## config.mk

```make
export PLATFORM = sky130hd
export DESIGN_NAME = cache_controller
export DESIGN_NICKNAME = d
export VERILOG_FILES = /design/src/rtl/cache_pkg.sv /design/src/rtl/cache_controller.sv
export VERILOG_INCLUDE_DIRS = /design/src /design/src/rtl
export SDC_FILE = /design/constraint.sdc
export NUM_CORES = 1
export LEC_CHECK = 0
export ABC_AREA = 1
export BUFFER_PORTS_ARGS = -buffer_cell sky130_fd_sc_hd__buf_2
export CAP_MARGIN = 20
export CORE_MARGIN = 4
export CORE_UTILIZATION = 35
export DETAILED_ROUTE_END_ITERATION = 12
export PLACE_DENSITY = 0.64
export SLEW_MARGIN = 20
export SYNTH_ARGS = -nofsm -noshare
export SYNTH_HDL_FRONTEND = slang
export SYNTH_SLANG_ARGS = --single-unit
```

## constraint.sdc

```tcl
create_clock -name clk -period 3.95 [get_ports clk]
set_input_delay 1.185 -clock clk [delete_from_list [all_inputs] [get_ports clk]]
set_output_delay 1.185 -clock clk [all_outputs]
set_load 0.01 [all_outputs]
```

## src/rtl/cache_defs.svh

```systemverilog
`ifndef CACHE_DEFS_SVH
`define CACHE_DEFS_SVH

// address split of the low 16 bits of the byte address
`define CACHE_TAG_BITS 3
`define CACHE_INDEX_BITS 11

// one word per block
`define CACHE_BLOCKS 2048

// backing store size in 32-bit words
`define MEM_WORDS 16384

// cycles from a memory strobe to its ack, must be at least 2
`define MEM_LATENCY 4

`endif

```

## src/rtl/cache_pkg.sv

```systemverilog
`default_nettype none

`include "cache_defs.svh"

package cache_pkg;

    // low half of the byte address
    typedef struct packed {
        logic [`CACHE_TAG_BITS-1:0]   tag;
        logic [`CACHE_INDEX_BITS-1:0] index;
        logic [1:0]                   byte_num;
    } cache_addr_t;

    // big-endian view, bytes[0] is the most significant byte
    typedef union packed {
        logic [31:0]     word;
        logic [0:3][7:0] bytes;
    } cache_word_u;

    typedef struct packed {
        logic        we;
        logic        is_word;
        logic [31:0] addr;
        logic [31:0] wdata;
    } cpu_req_t;

    typedef struct packed {
        logic        done;
        logic        hit;
        logic [31:0] rdata;
    } cpu_rsp_t;

    // controller to array
    typedef struct packed {
        logic        we_cache;
        logic        set_valid;
        logic        set_dirty;
        logic        is_word;
        logic [31:0] wdata;
    } array_ctl_t;

    // array to controller
    typedef struct packed {
        logic                       cache_hit;
        logic                       cache_dirty;
        cache_word_u                data_out;
        logic [`CACHE_TAG_BITS-1:0] victim_tag;
    } array_stat_t;

    typedef struct packed {
        logic        rd;
        logic        wr;
        logic [15:0] addr;
        logic [31:0] wdata;
    } mem_req_t;

    typedef struct packed {
        logic        ack;
        logic [31:0] rdata;
    } mem_rsp_t;

    typedef struct packed {
        logic [15:0] hits;
        logic [15:0] misses;
        logic [15:0] writebacks;
    } cache_stats_t;

endpackage

`default_nettype wire

```

## src/rtl/cache_controller.sv

```systemverilog
`default_nettype none

`include "cache_defs.svh"

module cache_controller
    import cache_pkg::*;
(
    input  logic         clk,
    input  logic         arst_n,
    input  logic         req,
    input  cpu_req_t     cpu_req,
    output logic         busy,
    output cpu_rsp_t     cpu_rsp,
    output cache_stats_t stats,
    output array_ctl_t   ctl,
    output cache_addr_t  addr,
    input  array_stat_t  stat,
    output mem_req_t     mem_req,
    input  mem_rsp_t     mem_rsp
);

    typedef enum logic [2:0] {
        ST_IDLE,
        ST_LOOKUP,
        ST_WRITEBACK,
        ST_FILL,
        ST_FINISH
    } state_t;

    state_t state_q;
    state_t state_d;

    // set until the first lookup of an access is done
    logic first_q;
    // memory strobe already sent in the current phase
    logic issued_q;
    logic hit_q;

    // latched request
    logic        we_q;
    logic        is_word_q;
    cache_addr_t addr_q;
    logic [31:0] wdata_q;

    logic [31:0] rdata_q;
    logic [31:0] load_data;
    logic        mem_strobe;

    assign addr    = addr_q;
    assign busy    = (state_q != ST_IDLE);

    assign cpu_rsp.done  = (state_q == ST_FINISH);
    assign cpu_rsp.hit   = hit_q;
    assign cpu_rsp.rdata = rdata_q;

    // byte loads come back zero-extended
    always_comb begin
        if (is_word_q) begin
            load_data = stat.data_out.word;
        end else begin
            load_data = {24'b0, stat.data_out.bytes[addr_q.byte_num]};
        end
    end

    // one strobe at the start of each memory phase
    assign mem_req.wr    = (state_q == ST_WRITEBACK) && !issued_q;
    assign mem_req.rd    = (state_q == ST_FILL) && !issued_q;
    assign mem_req.wdata = stat.data_out.word;
    assign mem_strobe    = mem_req.rd || mem_req.wr;

    // victim goes back to its own address, fill uses the request tag
    always_comb begin
        if (state_q == ST_WRITEBACK) begin
            mem_req.addr = {stat.victim_tag, addr_q.index, 2'b00};
        end else begin
            mem_req.addr = {addr_q.tag, addr_q.index, 2'b00};
        end
    end

    always_comb begin
        ctl.we_cache  = 1'b0;
        ctl.set_valid = 1'b0;
        ctl.set_dirty = 1'b0;
        ctl.is_word   = 1'b1;
        ctl.wdata     = mem_rsp.rdata;
        case (state_q)
            ST_LOOKUP: begin
                if (stat.cache_hit && we_q) begin
                    ctl.we_cache  = 1'b1;
                    ctl.set_valid = 1'b1;
                    ctl.set_dirty = 1'b1;
                    ctl.is_word   = is_word_q;
                    ctl.wdata     = wdata_q;
                end
            end
            ST_WRITEBACK: begin
                // retire the victim once memory has it
                ctl.we_cache = mem_rsp.ack;
            end
            ST_FILL: begin
                ctl.we_cache  = mem_rsp.ack;
                ctl.set_valid = 1'b1;
            end
            default: begin
            end
        endcase
    end

    always_comb begin
        state_d = state_q;
        case (state_q)
            ST_IDLE: begin
                if (req) begin
                    state_d = ST_LOOKUP;
                end
            end
            ST_LOOKUP: begin
                if (stat.cache_hit) begin
                    state_d = ST_FINISH;
                end else if (stat.cache_dirty) begin
                    state_d = ST_WRITEBACK;
                end else begin
                    state_d = ST_FILL;
                end
            end
            ST_WRITEBACK, ST_FILL: begin
                // replay the lookup after each memory phase
                if (mem_rsp.ack) begin
                    state_d = ST_LOOKUP;
                end
            end
            default: begin
                state_d = ST_IDLE;
            end
        endcase
    end

    always_ff @(posedge clk or negedge arst_n) begin
        if (!arst_n) begin
            state_q  <= ST_IDLE;
            first_q  <= 1'b0;
            issued_q <= 1'b0;
            hit_q    <= 1'b0;
            stats    <= '0;
        end else begin
            state_q <= state_d;
            if (mem_strobe) begin
                issued_q <= 1'b1;
            end else if (mem_rsp.ack) begin
                issued_q <= 1'b0;
            end
            if (state_q == ST_IDLE && req) begin
                first_q <= 1'b1;
            end else if (state_q == ST_LOOKUP) begin
                first_q <= 1'b0;
            end
            // replayed lookups are not counted
            if (state_q == ST_LOOKUP && first_q) begin
                hit_q <= stat.cache_hit;
                if (stat.cache_hit) begin
                    stats.hits <= stats.hits + 1'b1;
                end else begin
                    stats.misses <= stats.misses + 1'b1;
                end
            end
            if (state_q == ST_WRITEBACK && mem_rsp.ack) begin
                stats.writebacks <= stats.writebacks + 1'b1;
            end
        end
    end

    always_ff @(posedge clk) begin
        if (state_q == ST_IDLE && req) begin
            we_q      <= cpu_req.we;
            is_word_q <= cpu_req.is_word;
            addr_q    <= cpu_req.addr[15:0];
            wdata_q   <= cpu_req.wdata;
        end
        if (state_q == ST_LOOKUP && stat.cache_hit && !we_q) begin
            rdata_q <= load_data;
        end
    end

    req_only_when_idle: assert property (
        @(posedge clk) disable iff (!arst_n)
        req |-> !busy
    ) else $error("cache_controller: req while busy");

    // memory answers every strobe after the fixed latency
    mem_ack_latency: assert property (
        @(posedge clk) disable iff (!arst_n)
        mem_strobe |-> ##`MEM_LATENCY mem_rsp.ack
    ) else $error("cache_controller: memory ack missing");

    // no ack without an operation in flight
    mem_ack_outstanding: assert property (
        @(posedge clk) disable iff (!arst_n)
        mem_rsp.ack |-> issued_q
    ) else $error("cache_controller: unexpected memory ack");

endmodule

`default_nettype wire

```

==> results of run 1 <==
state kept, by name, indices dropped and copies added (netlist names):
name and cells:
hit_q 1, state_q 3, issued_q 1, stats 48, wdata_q 32, first_q 1
rdata_q 32, we_q 1, is_word_q 1, addr 16
layout make-up:
cell class,instances,area [sq um]
Clock buffer,18,429.2
Tap cell,234,292.8
Fill cell,1786,10000
Timing Repair Buffer,310,1564
Multi-Input combinational cell,444,2171
Antenna cell,1,2.502
Sequential cell,136,3814
Inverter,75,282.8
Clock inverter,14,147.6
report_power, final:
group / switching, mW / leakage [nW] / internal (mW)
logic: 0.805 / 2.82 / 0.445
clock network: 0.630 / 0.284 / 0.934
registers: 0.192 / 1.46 / 1.82
critical path: cells and delay by family:
family,cells,cell delay (ns)
buffers and inverters,4,0.73
and+or+nand+nor,4,0.46
cells in the mapped netlist, types with 4 or more instances:
master / count / share of area (%)
buf_2: 5 / 0.37
buf_4: 46 / 5.2
clkbuf_1: 5 / 0.28
dfrtp_1: 54 / 20
edfxtp_1: 82 / 37
inv_1: 71 / 4.0
nand2_1: 263 / 15
nand2_2: 4 / 0.37
nand2_4: 4 / 0.67
nand3_1: 25 / 1.9
nand3b_1: 11 / 1.2
nand4_1: 5 / 0.47
nor2_1: 47 / 2.6
nor2_4: 7 / 1.2
nor2_8: 4 / 1.2
nor3_1: 11 / 0.82
o21ai_0: 19 / 1.4
o31ai_1: 8 / 0.90
xnor2_1: 6 / 0.79
xor2_1: 20 / 2.6
per-layer routing:
| layer | GRT usage [%] | share of wire, % |
|---|---|---|
| met5 | 0 | 0.072 |
| met4 | 6.397 | 2.4 |
| met3 | 5.214 | 8.8 |
| met2 | 28.17 | 48 |
| met1 | 20.44 | 40 |
stage by stage:
| step | power [mW] | std cells | setup WS, ns | area (sq um) | hold slack (ns) |
|---|---|---|---|---|---|
| 3_5_place_dp | 3.306 | 1199 | 0.3195 | 8124 | 0.4570 |
| 3_3_place_gp | 3.284 | 1199 | 0.3265 | 8124 | 0.4512 |
| 6_report | 4.822 | 1232 | 0.3524 | 8703 | 0.4667 |
| 5_1_grt | 5.115 | 1231 | 0.2079 | 8701 | 0.5082 |
| 4_1_cts | 4.892 | 1231 | 0.3239 | 8701 | 0.4727 |
| 2_1_floorplan | 2.800 | 714 | 0.8685 | 6684 | 0.4431 |
how the worst max path moves through the flow:
| stage | to | slack, ns | cells after the start |
|---|---|---|---|
| final | ctl[28] | 0.35 | 8 |
| after detailed placement | ctl[18] | 0.32 | 8 |
| after CTS | ctl[18] | 0.32 | 8 |
| after global placement | ctl[18] | 0.33 | 8 |
| after floorplan | rdata_q[0] | 0.87 | 2 |
| after global routing | ctl[20] | 0.21 | 8 |
cell families after synthesis:
family,count (synthesis),synth area share [%]
fa+ha+maj,3,0.5624
buf+inv,134,10.57
xor+xnor,26,3.411
compound gates,30,2.587
flops,136,57.13
simple gates,383,25.68
other cells,1,0.05618
==> impl_metrics.env, run 1 <==
export IMPL_critical_path_cell_chain="buf_2 -> nand2_1 -> inv_1 -> nand2_4 -> clkinv_2 -> nand2_1 -> nand2_1 -> buf_2"
export IMPL_clock_skew_final_ns=0.01042
export IMPL_die_h_um=146.1
export IMPL_crit_path_frequent_cell="nand2_1"
export IMPL_pin_count=324
export IMPL_floorplan_core_area_sq_um=18710
export IMPL_timing_hold_worst_endpoint="hit_q"
export IMPL_detail_route_first_pass_iterations=4
export IMPL_required_time_of_the_critical_path_ns=2.76
export IMPL_grt_antenna_before_repair=1
export IMPL_utilization_pct=46.53
export IMPL_irDropWorstVdd_v=0.0003017
export IMPL_tightestPinTransition_ns=0.5817
export IMPL_grt_max_degree=40
export IMPL_setup_worst_path_end_class="primary output"
export IMPL_max_freq_mhz=278.0
export IMPL_track_usage_pct=16.82
export IMPL_postRouteWirelength_um=17970
export IMPL_cap_violations=0
export IMPL_synth_async_sr_flop_share_pct=39.71
export IMPL_startpoint="stat[36]"
export IMPL_post_synth_instance_area_sq_um=6675
export IMPL_synth_seq_area_share_pct=57.13
export IMPL_routed_via_density=4.528
export IMPL_drt_iter0_drc=264
export IMPL_worstSetupStartpointType="input port"
export IMPL_grt_overflow_total=0
export IMPL_first_pass_grt_wire_length_um=28420
export IMPL_finalHoldViolCount=0
export IMPL_layout_nets=1126
export IMPL_finalSetupViolations=0
export IMPL_power_density_nw_per_um2=554.1
export IMPL_rrSetupSlack_ns=1.97
export IMPL_worst_hold_startpoint="hit_q"
export IMPL_avgSynthCellArea_sq_um=9.362
export IMPL_clk_pin_slew_worst_paths_ns=0.06
export IMPL_layout_cells_most_common_list="buf_2, nand2_1, edfxtp_1"
export IMPL_arr_time_crit_path_ns=2.41
export IMPL_timing_hold_worst_class="reg -> reg"
export IMPL_wire_per_inst_um=14.59
export IMPL_clock_sinks=136
export IMPL_synth_edff_count=82
export IMPL_worstHoldPathCells=2
export IMPL_row_count=50
export IMPL_vias=5579
export IMPL_slew_headroom_pct=61.22
export IMPL_tritoncts="built"
export IMPL_ff2ff_path_depth=4
export IMPL_worstPathMaxFanout=34
export IMPL_synth_ff_latch_count=136
export IMPL_die_area_sq_um=21350
export IMPL_cts_root_buffer_cell="clkbuf_16"
export IMPL_most_common_library_cell_in_the_layout_ignoring_fill_and_taps="buf_2"
export IMPL_final_layout_size_suffix_gt1_share_pct=36.61
export IMPL_outcome="completed"
export IMPL_finalWeightedCongestion=0.9071
export IMPL_syn2layout_area_growth_pct=30.38
export IMPL_synth_top_flop_cell="edfxtp_1"
export IMPL_route_antenna_remaining_nets=0
export IMPL_total_leakage_power_nw=4.562
export IMPL_die_w_um=146.1
export IMPL_critical_path_reg2reg_endpoint="wdata_q[21]"
export IMPL_hpwlAfterDp_um=13890
export IMPL_synthesis_instances=713
export IMPL_period_share_pct=91.08
export IMPL_timing_max_transition_violations_final=0
export IMPL_port_buffer_count=305
export IMPL_cts_buffer_depth=2
export IMPL_worst_r2r_startpoint="state_q[0]"
export IMPL_drt_drc_violations_left=0
export IMPL_grt_setup_unrepaired="false"
export IMPL_total_clock_buffers_created_by_cts=17
export IMPL_initial_core_util_pct=35.69
export IMPL_grt_pass1_vias=5335
export IMPL_cts_repair_resized=0
export IMPL_clock_insertion_delay_worst_skew_ns=0.41
export IMPL_min_period_ns=3.598
export IMPL_postCtsSetupRepairBufs=0
export IMPL_cts_max_level=4
export IMPL_timing_critical_path_slowest_stage_cell="clkinv_2"
export IMPL_ctsHoldBuffers=0
export IMPL_cpPeakStageDelay_ns=0.37
export IMPL_synth_cell_types=30
export IMPL_critical_path_class="in -> out"
export IMPL_setup_tns_final_ns=0
export IMPL_yosys_warnings=0
Power figures use the tool's default switching activity.
==> run 2, diff against run 1 <==
- CORE_ASPECT_RATIO: unset -> 0.8
- CORE_MARGIN: 4 -> 2
==> run 2 against run 1 <==
Worst hold slack improved by 0.031 ns. Critical path depth unchanged. Final area up 1.0%. Flip-flop and latch count stayed put. Worst setup slack improved by 0.053 ns. Largest cell class unchanged. Highest routed layer unchanged.
==> impl_metrics.env, run 2 (same netlist as run 1, synthesis figures left out) <==
export IMPL_ff2ff_path_depth=4
export IMPL_dpl_cells=1224
export IMPL_setup_worst_path_end_class="primary output"
export IMPL_routed_via_density=4.380
export IMPL_vias=5510
export IMPL_rrSetupSlack_ns=1.88
export IMPL_cap_violations=0
export IMPL_multi_input_comb_area_sq_um=2171
export IMPL_pin_count=324
export IMPL_grt_setup_unrepaired="false"
export IMPL_die_w_um=158.4
export IMPL_setup_tns_final_ns=0
export IMPL_cts_buffer_depth=2
export IMPL_total_clock_buffers_created_by_cts=17
export IMPL_critical_path_reg2reg_endpoint="addr[14]"
export IMPL_first_pass_grt_wire_length_um=27340
export IMPL_clk_pin_slew_worst_paths_ns=0.05
export IMPL_fillCellCount=1821
export IMPL_syn2layout_area_growth_pct=31.73
export IMPL_outcome="completed"
export IMPL_layout_cells_most_common_list="buf_2, nand2_1, edfxtp_1"
export IMPL_route_antenna_remaining_nets=0
export IMPL_postCtsSetupRepairBufs=0
export IMPL_clock_sinks=136
export IMPL_largest_register="stats"
export IMPL_largest_registers_ranked_by_flip_flop_count="stats: 48 flops, rdata_q: 32 flops, wdata_q: 32 flops"
export IMPL_floorplan_core_area_sq_um=18860
export IMPL_cts_max_level=4
export IMPL_grt_max_degree=41
export IMPL_tritoncts="built"
export IMPL_worstHoldPathCells=2
export IMPL_max_freq_mhz=282.1
export IMPL_largest_register_ffs=48
export IMPL_total_power_mw=4.957
export IMPL_die_h_um=127.5
export IMPL_timing_max_transition_violations_final=0
export IMPL_required_time_of_the_critical_path_ns=2.76
export IMPL_clock_insertion_delay_worst_skew_ns=0.42
export IMPL_layout_nets=1127
export IMPL_initial_core_util_pct=35.39
export IMPL_row_count=45
export IMPL_hpwlAfterDp_um=13750
export IMPL_finalWeightedCongestion=0.7996
export IMPL_track_usage_pct=17.70
export IMPL_critical_path_class="in -> out"
export IMPL_slew_headroom_pct=40.69
export IMPL_clock_skew_final_ns=0.01177
export IMPL_grt_pass1_vias=5114
export IMPL_timing_hold_worst_class="reg -> reg"
export IMPL_worstSetupStartpointType="input port"
export IMPL_most_common_library_cell_in_the_layout_ignoring_fill_and_taps="buf_2"
export IMPL_detailed_place_area_sq_um=8162
export IMPL_finalSetupViolations=0
export IMPL_final_layout_size_suffix_gt1_share_pct=36.87
export IMPL_postRouteWirelength_um=17920
export IMPL_drt_iter0_drc=341
export IMPL_worstPathMaxFanout=34
export IMPL_worst_hold_startpoint="stats[31]"
export IMPL_grt_overflow_total=0
export IMPL_period_share_pct=89.74
export IMPL_die_area_sq_um=20200
export IMPL_final_cells=1258
export IMPL_drt_drc_violations_left=0
export IMPL_final_cell_area_sq_um=8793
export IMPL_ctsHoldBuffers=0
export IMPL_final_hold_worst_slack_ns=0.4980
export IMPL_grt_antenna_before_repair=3
export IMPL_min_period_ns=3.545
export IMPL_port_buffer_count=305
export IMPL_total_leakage_power_nw=4.584
export IMPL_arr_time_crit_path_ns=2.36
export IMPL_detail_route_first_pass_iterations=5
export IMPL_irDropWorstVdd_v=0.0003520
export IMPL_cts_repair_resized=0
export IMPL_cts_root_buffer_cell="clkbuf_16"
export IMPL_worst_r2r_startpoint="state_q[0]"
export IMPL_ff_latch_area_sq_um=3814
export IMPL_power_density_nw_per_um2=563.7
export IMPL_wire_per_inst_um=14.25
export IMPL_timing_hold_worst_endpoint="stats[31]"
export IMPL_tightestPinTransition_ns=0.8897
export IMPL_finalHoldViolCount=0
run 2: cell types whose count changed in the layout (fill, tap and decap cells not counted), sizes merged:
cell | before | now
clkinv | 11 | 8
bufinv | 2 | 4
clkinvlp | 0 | 2
buf | 310 | 311
diode | 1 | 2
inv | 76 | 75
run 2: worst max-delay path, stage by stage:
cell and delay, ns:
buf_2 0.17, nand2_1 0.08, inv_1 0.06, nand2_4 0.07
clkinv_2 0.37, nand2_1 0.22, nand2_1 0.06, buf_2 0.13
run 2: area by class of cell:
| class | instances | share of cell area [%] |
|---|---|---|
| sequential | 136 | 43.37 |
| inverter | 75 | 3.216 |
| tap | 258 | 3.671 |
| clock inverter | 14 | 2.248 |
| antenna | 2 | 0.05692 |
| multi-input combinational | 444 | 24.69 |
| clock buffer | 18 | 4.880 |
| timing repair buffer | 311 | 17.87 |
run 2: worst max-delay path by stage:
stage / from / to / slack, ns / cells after the start
global placement: stat[36] / ctl[3] / 0.33 / 8
finish: stat[36] / ctl[3] / 0.41 / 8
CTS: stat[36] / ctl[3] / 0.35 / 8
global route: stat[36] / ctl[27] / 0.26 / 8
detailed placement: stat[36] / ctl[3] / 0.35 / 8
floorplan: stat[36] / rdata_q[0] / 0.87 / 2
run 2: routing by layer:
| layer | track usage, % | share of wire, % | vias to the layer above | wire length (um) |
|---|---|---|---|---|
| li1 | - | - | 2764 | - |
| met1 | 22.16 | 42 | 2528 | 7440 |
| met2 | 28.13 | 48 | 190 | 8568 |
| met3 | 6.988 | 8.7 | 26 | 1562 |
| met4 | 5.723 | 1.9 | 2 | 337 |
| met5 | 0 | 0.073 | - | 13 |
run 2: per-stage QoR:
stage / setup WS, ns / utilization (%)
3_3_place_gp: 0.3334 / 43.27
6_report: 0.4051 / 46.62
2_1_floorplan: 0.8685 / -
4_1_cts: 0.3499 / 46.59
5_1_grt: 0.2637 / 46.59
3_5_place_dp: 0.3524 / 43.27
run 2: power by group:
group | switching (mW) | internal, mW
combinational | 0.807 | 0.449
clock | 0.628 | 1.06
sequential | 0.195 | 1.82
total | 1.63 | 3.33
